`config.mk`:
```
export PLATFORM = sky130hd
export DESIGN_NAME = alu_cluster
export DESIGN_NICKNAME = d
export VERILOG_FILES = /design/src/rtl/alu_pkg.sv /design/src/rtl/alu.sv /design/src/rtl/alu_arbiter.sv /design/src/rtl/alu_port.sv /design/src/rtl/alu_cluster.sv
export SDC_FILE = /design/constraint.sdc
export NUM_CORES = 1
export LEC_CHECK = 0
export BUFFER_PORTS_ARGS = -buffer_cell sky130_fd_sc_hd__buf_2
export CORE_MARGIN = 2
export CORE_UTILIZATION = 45
export DETAILED_ROUTE_END_ITERATION = 6
export MAX_ROUTING_LAYER = met4
export PLACE_DENSITY = 0.66
export SYNTH_ARGS = -nofsm -noshare
export SYNTH_HDL_FRONTEND = slang
export SYNTH_HIERARCHICAL = 1
export SYNTH_SLANG_ARGS = --single-unit
```
`constraint.sdc`:
```
create_clock -name clk -period 5.35 [get_ports clk]
set_clock_uncertainty 0.05 [all_clocks]
set_input_delay 1.07 -clock clk [delete_from_list [all_inputs] [get_ports clk]]
set_output_delay 1.07 -clock clk [all_outputs]
set_load 0.01 [all_outputs]
```
`src/rtl/alu_pkg.sv`:
```
package alu_pkg;

	//////////////////////////////////////////////////////////////////////
	// Widths
	//////////////////////////////////////////////////////////////////////

	localparam int data_width = 32;
	localparam int shamt_width = 5; // Enough for any shift of a data word.
	localparam int op_width = 5;
	localparam int cmp_width = 2;

	//////////////////////////////////////////////////////////////////////
	// Opcodes
	//////////////////////////////////////////////////////////////////////

	localparam logic [op_width-1:0] op_add = 5'd0;
	localparam logic [op_width-1:0] op_sub = 5'd1;
	localparam logic [op_width-1:0] op_and = 5'd2;
	localparam logic [op_width-1:0] op_or = 5'd3;
	localparam logic [op_width-1:0] op_not = 5'd4; // Uses num1 only.
	localparam logic [op_width-1:0] op_xor = 5'd5;
	localparam logic [op_width-1:0] op_movz = 5'd6; // Passes num1.
	localparam logic [op_width-1:0] op_nor = 5'd7;
	localparam logic [op_width-1:0] op_slt = 5'd8;
	localparam logic [op_width-1:0] op_sltu = 5'd9;

	// Immediate shifts, amount from shamt.
	localparam logic [op_width-1:0] op_sll = 5'd10;
	localparam logic [op_width-1:0] op_srl = 5'd11;
	localparam logic [op_width-1:0] op_sra = 5'd12;

	// Variable shifts, amount from the low bits of num1.
	localparam logic [op_width-1:0] op_sllv = 5'd13;
	localparam logic [op_width-1:0] op_srlv = 5'd14;
	localparam logic [op_width-1:0] op_srav = 5'd15;

	// Codes 16 and up are not defined.

	//////////////////////////////////////////////////////////////////////
	// Compare codes
	//////////////////////////////////////////////////////////////////////

	localparam logic [cmp_width-1:0] cmp_equal = 2'd0;
	localparam logic [cmp_width-1:0] cmp_smaller = 2'd1; // num1 below num2.
	localparam logic [cmp_width-1:0] cmp_larger = 2'd2;

endpackage

```
`src/rtl/alu.sv`:
```
module alu (
	input  logic [alu_pkg::data_width-1:0]  num1,
	input  logic [alu_pkg::data_width-1:0]  num2,
	input  logic [alu_pkg::shamt_width-1:0] shamt,
	input  logic [alu_pkg::op_width-1:0]    op,
	output logic [alu_pkg::data_width-1:0]  result,
	output logic [alu_pkg::cmp_width-1:0]   cmp_result,
	output logic [alu_pkg::cmp_width-1:0]   sig_cmp_result,
	output logic                            overflow,
	output logic                            op_invalid
);
	import alu_pkg::*;

	logic [shamt_width-1:0] sh_amt;
	logic [data_width:0] sum_ext;
	logic [data_width:0] diff_ext;
	logic [data_width-1:0] sll_val;
	logic [data_width-1:0] srl_val;
	logic [data_width-1:0] sra_val;
	logic slt_bit;
	logic sltu_bit;

	//////////////////////////////////////////////////////////////////////
	// Shifter
	//////////////////////////////////////////////////////////////////////

	always_comb begin
		case (op)
			op_sllv, op_srlv, op_srav: sh_amt = num1[shamt_width-1:0];
			default: sh_amt = shamt;
		endcase
	end

	assign sll_val = num2 << sh_amt;
	assign srl_val = num2 >> sh_amt;
	assign sra_val = $signed(num2) >>> sh_amt; // Sign fill.

	//////////////////////////////////////////////////////////////////////
	// Adder and set-less-than
	//////////////////////////////////////////////////////////////////////

	// One extra bit keeps the carry or borrow.
	assign sum_ext = {1'b0, num1} + {1'b0, num2};
	assign diff_ext = {1'b0, num1} - {1'b0, num2};

	assign slt_bit = $signed(num1) < $signed(num2);
	assign sltu_bit = num1 < num2;

	//////////////////////////////////////////////////////////////////////
	// Result select
	//////////////////////////////////////////////////////////////////////

	always_comb begin
		result = '0;
		op_invalid = 1'b0;
		case (op)
			op_add: result = sum_ext[data_width-1:0];
			op_sub: result = diff_ext[data_width-1:0];
			op_and: result = num1 & num2;
			op_or: result = num1 | num2;
			op_not: result = ~num1;
			op_xor: result = num1 ^ num2;
			op_movz: result = num1;
			op_nor: result = ~(num1 | num2);
			op_slt: result = {{(data_width-1){1'b0}}, slt_bit};
			op_sltu: result = {{(data_width-1){1'b0}}, sltu_bit};
			op_sll, op_sllv: result = sll_val;
			op_srl, op_srlv: result = srl_val;
			op_sra, op_srav: result = sra_val;
			default: op_invalid = 1'b1; // Result stays zero.
		endcase
	end

	always_comb begin
		case (op)
			op_add: overflow = sum_ext[data_width];
			op_sub: overflow = diff_ext[data_width];
			default: overflow = 1'b0;
		endcase
	end

	//////////////////////////////////////////////////////////////////////
	// Three-way compare, valid for every opcode
	//////////////////////////////////////////////////////////////////////

	always_comb begin
		if (num1 == num2) begin
			cmp_result = cmp_equal;
		end else if (sltu_bit) begin
			cmp_result = cmp_smaller;
		end else begin
			cmp_result = cmp_larger;
		end
	end

	always_comb begin
		if (num1 == num2) begin
			sig_cmp_result = cmp_equal;
		end else if (slt_bit) begin
			sig_cmp_result = cmp_smaller;
		end else begin
			sig_cmp_result = cmp_larger;
		end
	end

endmodule

```
`src/rtl/alu_arbiter.sv`:
```
module alu_arbiter (
	input  logic clk,
	input  logic reset,
	input  logic req_a,
	input  logic req_b,
	output logic grant_a,
	output logic grant_b
);

	logic last_b; // Set when b took the last grant.
	logic elig_a;
	logic elig_b;
	logic pick_a;
	logic pick_b;

	// A port granted this cycle still shows its request. Skip it.
	assign elig_a = req_a & ~grant_a;
	assign elig_b = req_b & ~grant_b;

	// On a tie the loser of the last round goes first.
	assign pick_a = elig_a & (~elig_b | last_b);
	assign pick_b = elig_b & (~elig_a | ~last_b);

	always_ff @(posedge clk) begin
		if (reset) begin
			grant_a <= 1'b0;
			grant_b <= 1'b0;
			last_b <= 1'b0;
		end else begin
			grant_a <= pick_a;
			grant_b <= pick_b;
			if (pick_a | pick_b) begin
				last_b <= pick_b;
			end
		end
	end

	//////////////////////////////////////////////////////////////////////
	// Checks
	//////////////////////////////////////////////////////////////////////

	one_grant: assert property (
		@(posedge clk) disable iff (reset)
		!(grant_a && grant_b)
	) else $error("Both ALU grants high in the same cycle.");

endmodule

```
`src/rtl/alu_port.sv`:
```
module alu_port (
	input  logic                             clk,
	input  logic                             reset,
	input  logic                             req,
	input  logic [alu_pkg::op_width-1:0]     op,
	input  logic [alu_pkg::data_width-1:0]   num1,
	input  logic [alu_pkg::data_width-1:0]   num2,
	input  logic [alu_pkg::shamt_width-1:0]  shamt,
	input  logic                             grant,
	input  logic [alu_pkg::data_width-1:0]   alu_result,
	input  logic [alu_pkg::cmp_width-1:0]    alu_cmp_result,
	input  logic [alu_pkg::cmp_width-1:0]    alu_sig_cmp_result,
	input  logic                             alu_overflow,
	input  logic                             alu_op_invalid,
	output logic                             ack,
	output logic [alu_pkg::data_width-1:0]   result,
	output logic [alu_pkg::cmp_width-1:0]    cmp_result,
	output logic [alu_pkg::cmp_width-1:0]    sig_cmp_result,
	output logic                             overflow,
	output logic                             op_invalid,
	output logic                             alu_req
);

	typedef enum logic [1:0] {st_idle, st_wait, st_ack} state_t;

	state_t state;

	always_ff @(posedge clk) begin
		if (reset) begin
			state <= st_idle;
			result <= '0;
			cmp_result <= '0;
			sig_cmp_result <= '0;
			overflow <= 1'b0;
			op_invalid <= 1'b0;
		end else begin
			case (state)
				st_idle: if (req) state <= st_wait;
				st_wait: begin
					if (grant) begin // ALU holds our command this cycle.
						state <= st_ack;
						result <= alu_result;
						cmp_result <= alu_cmp_result;
						sig_cmp_result <= alu_sig_cmp_result;
						overflow <= alu_overflow;
						op_invalid <= alu_op_invalid;
					end
				end
				st_ack: if (!req) state <= st_idle; // Release.
				default: state <= st_idle;
			endcase
		end
	end

	assign alu_req = (state == st_wait);
	assign ack = (state == st_ack);

	// Arbiter only grants a waiting port.
	grant_with_req: assert property (
		@(posedge clk) disable iff (reset)
		grant |-> alu_req
	) else $error("Grant seen while the port was not requesting.");

	no_ack_without_req: assert property (
		@(posedge clk) disable iff (reset)
		(!req && !ack) |=> !ack
	) else $error("ack rose while req was low.");

	// Requester must hold the command until it is served.
	cmd_stable: assert property (
		@(posedge clk) disable iff (reset)
		(alu_req && !grant) |=> $stable({op, num1, num2, shamt})
	) else $error("Command changed while waiting for the ALU.");

endmodule

```
`src/rtl/alu_cluster.sv`:
```
module alu_cluster (
	input  logic                             clk,
	input  logic                             reset,
	input  logic                             a_req,
	input  logic [alu_pkg::op_width-1:0]     a_op,
	input  logic [alu_pkg::data_width-1:0]   a_num1,
	input  logic [alu_pkg::data_width-1:0]   a_num2,
	input  logic [alu_pkg::shamt_width-1:0]  a_shamt,
	output logic                             a_ack,
	output logic [alu_pkg::data_width-1:0]   a_result,
	output logic [alu_pkg::cmp_width-1:0]    a_cmp_result,
	output logic [alu_pkg::cmp_width-1:0]    a_sig_cmp_result,
	output logic                             a_overflow,
	output logic                             a_op_invalid,
	input  logic                             b_req,
	input  logic [alu_pkg::op_width-1:0]     b_op,
	input  logic [alu_pkg::data_width-1:0]   b_num1,
	input  logic [alu_pkg::data_width-1:0]   b_num2,
	input  logic [alu_pkg::shamt_width-1:0]  b_shamt,
	output logic                             b_ack,
	output logic [alu_pkg::data_width-1:0]   b_result,
	output logic [alu_pkg::cmp_width-1:0]    b_cmp_result,
	output logic [alu_pkg::cmp_width-1:0]    b_sig_cmp_result,
	output logic                             b_overflow,
	output logic                             b_op_invalid
);
	import alu_pkg::*;

	logic alu_req_a;
	logic alu_req_b;
	logic grant_a;
	logic grant_b;

	logic [op_width-1:0] alu_op;
	logic [data_width-1:0] alu_num1;
	logic [data_width-1:0] alu_num2;
	logic [shamt_width-1:0] alu_shamt;
	logic [data_width-1:0] alu_result;
	logic [cmp_width-1:0] alu_cmp_result;
	logic [cmp_width-1:0] alu_sig_cmp_result;
	logic alu_overflow;
	logic alu_op_invalid;

	//////////////////////////////////////////////////////////////////////
	// Command mux into the shared ALU
	//////////////////////////////////////////////////////////////////////

	always_comb begin
		if (grant_a) begin
			alu_op = a_op;
			alu_num1 = a_num1;
			alu_num2 = a_num2;
			alu_shamt = a_shamt;
		end else if (grant_b) begin
			alu_op = b_op;
			alu_num1 = b_num1;
			alu_num2 = b_num2;
			alu_shamt = b_shamt;
		end else begin
			alu_op = '0; // Idle.
			alu_num1 = '0;
			alu_num2 = '0;
			alu_shamt = '0;
		end
	end

	alu_port port_a (
		.clk(clk),
		.reset(reset),
		.req(a_req),
		.op(a_op),
		.num1(a_num1),
		.num2(a_num2),
		.shamt(a_shamt),
		.grant(grant_a),
		.alu_result(alu_result),
		.alu_cmp_result(alu_cmp_result),
		.alu_sig_cmp_result(alu_sig_cmp_result),
		.alu_overflow(alu_overflow),
		.alu_op_invalid(alu_op_invalid),
		.ack(a_ack),
		.result(a_result),
		.cmp_result(a_cmp_result),
		.sig_cmp_result(a_sig_cmp_result),
		.overflow(a_overflow),
		.op_invalid(a_op_invalid),
		.alu_req(alu_req_a)
	);

	alu_port port_b (
		.clk(clk),
		.reset(reset),
		.req(b_req),
		.op(b_op),
		.num1(b_num1),
		.num2(b_num2),
		.shamt(b_shamt),
		.grant(grant_b),
		.alu_result(alu_result),
		.alu_cmp_result(alu_cmp_result),
		.alu_sig_cmp_result(alu_sig_cmp_result),
		.alu_overflow(alu_overflow),
		.alu_op_invalid(alu_op_invalid),
		.ack(b_ack),
		.result(b_result),
		.cmp_result(b_cmp_result),
		.sig_cmp_result(b_sig_cmp_result),
		.overflow(b_overflow),
		.op_invalid(b_op_invalid),
		.alu_req(alu_req_b)
	);

	alu_arbiter arbiter (
		.clk(clk),
		.reset(reset),
		.req_a(alu_req_a),
		.req_b(alu_req_b),
		.grant_a(grant_a),
		.grant_b(grant_b)
	);

	alu alu (
		.num1(alu_num1),
		.num2(alu_num2),
		.shamt(alu_shamt),
		.op(alu_op),
		.result(alu_result),
		.cmp_result(alu_cmp_result),
		.sig_cmp_result(alu_sig_cmp_result),
		.overflow(alu_overflow),
		.op_invalid(alu_op_invalid)
	);

endmodule

```
# ---- Word-level counts from Yosys, hierarchy flattened
# Cells that the tools add are included.
dict set report classes {
  n_eq_ne 26
  n_lt_le_gt_ge 2
  n_addsub 2
  n_bitwise 17
  mux 24
  reduce_logical 12
  shifts 3
}
# operator count
set op_table {}
lappend op_table {{32-bit one-hot mux with 13 select lines} 1}
lappend op_table {{32-bit two-way mux} 4}
lappend op_table {{32-bit < comparator} 2}
lappend op_table {{32-bit inverter} 2}
lappend op_table {{5-bit by 4-bit equality test with 1-bit output (second input constant)} 8}
lappend op_table {{32-bit by 32-bit adder with 33-bit output} 1}
lappend op_table {{32-bit by 32-bit subtractor with 33-bit output} 1}
lappend op_table {{32-bit bitwise AND} 1}
lappend op_table {{32-bit equality test} 1}
lappend op_table {{32-bit OR} 1}
lappend op_table {{32-bit by 5-bit << shifter with 32-bit output} 1}
lappend op_table {{32-bit by 5-bit >> shifter with 32-bit output} 1}
lappend op_table {{32-bit by 5-bit >>> shifter with 32-bit output} 1}
lappend op_table {{32-bit XOR} 1}
lappend op_table {{5-bit two-way mux} 5}
lappend op_table {{5-bit by 3-bit equality test with 1-bit output (second input constant)} 4}
lappend op_table {{2-bit two-way mux} 10}
lappend op_table {{16-bit OR reduction} 1}
lappend op_table {{2-bit inequality test (second input constant)} 6}
lappend op_table {{2-bit one-hot mux with 3 select lines} 2}
lappend op_table {{5-bit by 2-bit equality test with 1-bit output (second input constant)} 2}
lappend op_table {{3-bit AND reduction} 2}
lappend op_table {{2-bit OR reduction} 3}
lappend op_table {{5-bit by 1-bit equality test with 1-bit output (second input constant)} 1}
lappend op_table {{other kinds (11)} 24}
dict set report word_totals {
  wordCells 101
  in_bits 152
  register_bits 83
  output_inout_bits 78
}

# ---- Logic depth before layout (Yosys ltp)
dict set report logic_depth {
  word_depth 7
  mapped_depth 21
}

# ---- By module
# The synthesis kept the hierarchy.
# module seq_area_each_um2 instances area_each_um2 cells_each
set by_module_without_submodules {}
lappend by_module_without_submodules {alu 0.0 1 9515.4 1427}
lappend by_module_without_submodules {alu_port 800.8 2 1790.5 175}
lappend by_module_without_submodules {alu_cluster 0.0 1 867.1 95}
lappend by_module_without_submodules {alu_arbiter 60.1 1 111.4 10}

# ---- Worst setup path before layout
# No wires, ideal clock.
dict set report synth_timing {
  kind {input to register}
  startpoint {in a_num2[3] (netlist name)}
  endpoint {reg port_a/result[30] (netlist name)}
  t_required_ps 5228
  path_stages 16
  n_path_buf 1
  path_slack_ps 973
  arrival_time_ps 4256
  path_cell_list {a22o_1 > inv_1 > ha_1 > clkbuf_1 > nor2_1 > o41a_1 > a2111oi_2 > nor2_1 > o31a_1 > o221a_2 > o21ai_2 > a41oi_1 > a211o_1 > nand3_1 > nand2b_1 > mux2i_1}
}
dict set report synth_between {
  elab_chain_cells 3
}
# item line_no
set synth_rtl {}
lappend synth_rtl {{from (decl)} alu_cluster.sv:7} ;# input logic [alu_pkg::data_width-1:0] a_num2,
lappend synth_rtl {{32-bit two-way mux *} alu_cluster.sv:49} ;# if (grant_a) begin
lappend synth_rtl {{32-bit by 32-bit subtractor with 33-bit output, or another cell as far along} alu.sv:44} ;# assign diff_ext = {1'b0, num1} - {1'b0, num2};
lappend synth_rtl {{32-bit one-hot mux with 13 select lines *} alu.sv:56} ;# case (op)
lappend synth_rtl {{net alu_result[30]} alu_cluster.sv:38} ;# logic [data_width-1:0] alu_result;
lappend synth_rtl {{to (signal assigned)} alu_port.sv:42} ;# result <= alu_result;
lappend synth_rtl {{to (decl)} alu_port.sv:16} ;# output logic [alu_pkg::data_width-1:0] result,
# Mark *: on every way through the listed nets, which the timed path passes. The rest lies on a longest branch.
# A chain may end at the register's enable or synchronous reset.

# ---- Final worst setup path
dict set report layout_timing {
  startpoint {reg arbiter.grant_a}
  endpoint {reg port_a/result[0] (netlist name)}
}
# item line_no
set layout_lines {}
lappend layout_lines {{from (decl)} alu_arbiter.sv:6} ;# output logic grant_a,
lappend layout_lines {{from (signal assigned)} alu_arbiter.sv:30} ;# grant_a <= pick_a;
lappend layout_lines {{32-bit two-way mux *} alu_cluster.sv:49}
lappend layout_lines {{net alu_num2[1]} alu_cluster.sv:36} ;# logic [data_width-1:0] alu_num2;
lappend layout_lines {{32-bit < comparator, or another cell as far along} alu.sv:47} ;# assign sltu_bit = num1 < num2;
lappend layout_lines {{32-bit one-hot mux with 13 select lines *} alu.sv:56}
lappend layout_lines {{net alu_result[0]} alu_cluster.sv:38}
# Marks and branches as above.

==> results.md <==
- Final GP Congestion: 1.09
- Final hold vios: 0
- Avg Cell Area, Syn: 7.48 sq um
- Worst Hold Path EP: port_b/result[22]
- Fin crit period: 5140 ps
- Initial Util: 45.9%
- Post-synthesis cell count: 1882
- Drt pass-1 iters: 6
- Hold path depth: 2
- Die height: 181 um
- Area of the multi-input gates: 11200 sq um
- Cell chain of the critical path: buf_12, a22o_1, inv_1, ha_1, o21bai_1, a21oi_1, o311ai_0, a21oi_1, a21oi_1, o21ai_0, o31ai_1, a311oi_1, a31oi_1, o21ai_0, nand2b_1, mux2i_1
- Warnings from Yosys: 6
- Core footprint: 30700 sq um
- Clock sink count: 83
- GRT met3 Usage: 7.06%
- Crit path capture type: flop
- CP most frequent cell: a21oi_1
- Final setup viols: 0
- Clock buffer depth: 2
- Worst EP arrival: 5310 ps
- Predominant post-synthesis flop cell: dfxtp_1
- CP Max Fanout: 80
- I/O Pins: 230
- DP Area: 16200 sq um
- Setup tns final: 0 ps
- Post-Syn Area: 14100 sq um
- Area delta synth->final: 17.3%
- Synth unique cells: 86
- HP Start: port_b/result[22]
- Maximum clock rate: 0.195 GHz
- DRT Wirelength: 66500 um
- Nets: 2388
- Post-synth top area cell: mux2i_1
- CTS clk-pin slew, worst paths: 80 ps
- GRT Total Usage: 40.6%
- Peak supply drop: 0.150 mV
- Status: complete, no violations
- Worst skew pair latency: 380 ps
- Dominant cell by count in the synthesized netlist: mux2i_1
- Post-synth EDFFs: 0
- TritonCTS clock tree: built
- Die ar.: 32700 sq um
- Met2 usage: 62.9%
- Number of global-route vias before repair: 15300
- RSZ-0062 raised after global routing: false
- Number of hold buffers added after CTS: 0
- Detail Placement HPWL: 53700 um
- Syn_nets: 2139
- Most used routing layer: met2
- Post-synth top area share: 12.4%
- Worst stage delay on the critical path: 550 ps
- Yosys reg bits: 83
- Vias per cell: 6.37
- Share of cells above drive strength 1: 22.4%
- PD cells: 191 nW/um^2
- Input/output buffers: 229
- R2R Setup Slk: 210 ps
- Number of max-cap violations: 0
- Design Area, Final: 16500 sq um
- Detail Route Antenna Nets: 0
- Post-CTS resize count: 0
- Layout fillers: 3038
- CP required: 5520 ps
- HP Class: reg2reg
- Slowest cell on crit path: o31ai_1
- Hold WS: 421 ps
- Setup Buffers After CTS: 0
- FF-to-FF Start: arbiter/grant_a
- Sequential fraction of the synthesis area: 11.8%
- DR iter-0 viols: 1846
- Die X: 181 um
- Htree depth: 3
- Tightest Pin Transition: 1060 ps
- WL per Instance: 26.3 um
- Max-slew violations: 0
- Largest net degree at the start of global routing: 160
- Crit path launch type: flop
- R2R Path End: port_a/result[0]
- Met1 Track Usage GR: 49.8%
- Most frequent cells after synthesis: mux2i_1 (175), nand2b_1 (166), nand2_1 (152)
- First-pass GRT wire length: 97700 um
- Reg area: 1660 sq um
- Crit Path Class: reg2reg
- Largest cells by area after synthesis: mux2i_1 (12%), dfxtp_1 (12%), ha_1 (9.2%), nand2b_1 (7.4%), a21oi_1 (4.8%)
- Total CTS buffers: 9
- Cells on worst reg2reg path: 16
- # DRC: 0
- Ys async rst share: 0%
- Period utilization: 96.0%
- Initial antenna violation count: 2
- Rows: 64
- Clock Root Buffer: clkbuf_16
- GR Overflow Total: 0
- Max-Slew Margin vs Limit: 29.3%
- Leakage: 6.95 nW
- DR vias: 16100
cell type report:
cell class,instances,area share [%]
timing repair buffer,392,14.8
tap,396,3.00
clock inverter,7,0.477
multi-input combinational,1544,68.0
inverter,101,2.30
clock buffer,9,1.36
sequential,83,10.1
antenna,1,0.0152
metal layers:
metal | part of all wire, % | wire, um | up-vias
met1 | 40 | 26800 | 7595
met3 | 9.0 | 5980 | 208
met5 | 0 | 0 | -
li1 | - | - | 7369
met4 | 6.6 | 4380 | 0
met2 | 44 | 29400 | 968
flip-flops by register name, indices dropped and copies added, names as in the netlist:
| register | flops |
|---|---|
| arbiter/grant_a | 1 |
| arbiter/grant_b | 1 |
| arbiter/last_b | 1 |
| port_a/cmp_result | 2 |
| port_a/op_invalid | 1 |
| port_a/overflow | 1 |
| port_a/result | 32 |
| port_a/sig_cmp_result | 2 |
| port_a/state | 2 |
| port_b/cmp_result | 2 |
| port_b/op_invalid | 1 |
| port_b/overflow | 1 |
| port_b/result | 32 |
| port_b/sig_cmp_result | 2 |
| port_b/state | 2 |
metrics by stage:
stage	instances	setup WS, ps	utilization, %	total power [mW]
3_3_place_gp	2516	135	52.8	2.46
6_report	2533	213	53.8	3.15
4_1_cts	2532	407	53.8	3.11
5_1_grt	2533	27.8	53.8	3.30
2_1_floorplan	1882	973	-	1.78
3_5_place_dp	2516	141	52.8	2.46
cell families after synthesis:
kind of cell / after synthesis / synth area share (%)
xor+xnor: 32 / 1.99
flops: 83 / 11.8
compound gates: 596 / 28.9
buf+inv: 255 / 9.01
simple gates: 595 / 20.9
fa+ha+maj: 105 / 9.44
mux: 216 / 17.9
report_power, final:
group | switching (mW) | internal (mW) | total [mW]
Sequential | 0.00797 | 0.630 | 0.637
Clock | 0.308 | 0.333 | 0.641
Combinational | 1.18 | 0.692 | 1.87
Total | 1.50 | 1.65 | 3.15
worst max-delay path: cells and delay by family (launching register included):
| family | cells | cell delay, ps |
|---|---|---|
| mux | 1 | 70 |
| compound gates | 11 | 3490 |
| flops | 1 | 380 |
| buf+inv | 2 | 420 |
| simple gates | 1 | 100 |
| fa+ha+maj | 1 | 390 |
worst max-delay path by stage:
stage	start	to
after floorplan	a_num2[3]	port_a/result[30]
after global placement	a_num2[1]	port_a/result[0]
after detailed placement	a_num2[1]	port_a/result[0]
after CTS	arbiter/grant_a	port_a/result[0]
after global routing	arbiter/grant_b	port_a/result[0]
final	arbiter/grant_a	port_a/result[0]
layout by cell type (no fill, tap or decap), types with 10 or more instances in the layout:
master    synthesis  routed
a211oi_1         21      21
a21o_1           13      13
a21oi_1         135     135
a221oi_1         22      22
a22o_1           74      73
a22oi_1          16      16
a31oi_1          30      30
and3_1           15      14
buf_2            28     228
buf_4            11     158
dfxtp_1          83      82
ha_1            103     103
inv_1           100     100
mux2_2           11      11
mux2i_1         175     172
mux4_2           24      24
nand2_1         152     152
nand2b_1        166     166
nand3_1          27      27
nand4_1          10      10
nor2_1          151     150
nor2b_1          10      10
nor3_1           20      19
o211ai_1         42      42
o21ai_0         113     113
o22ai_1          10      10
xnor2_1          28      28
(Power assumes the default switching activity.)
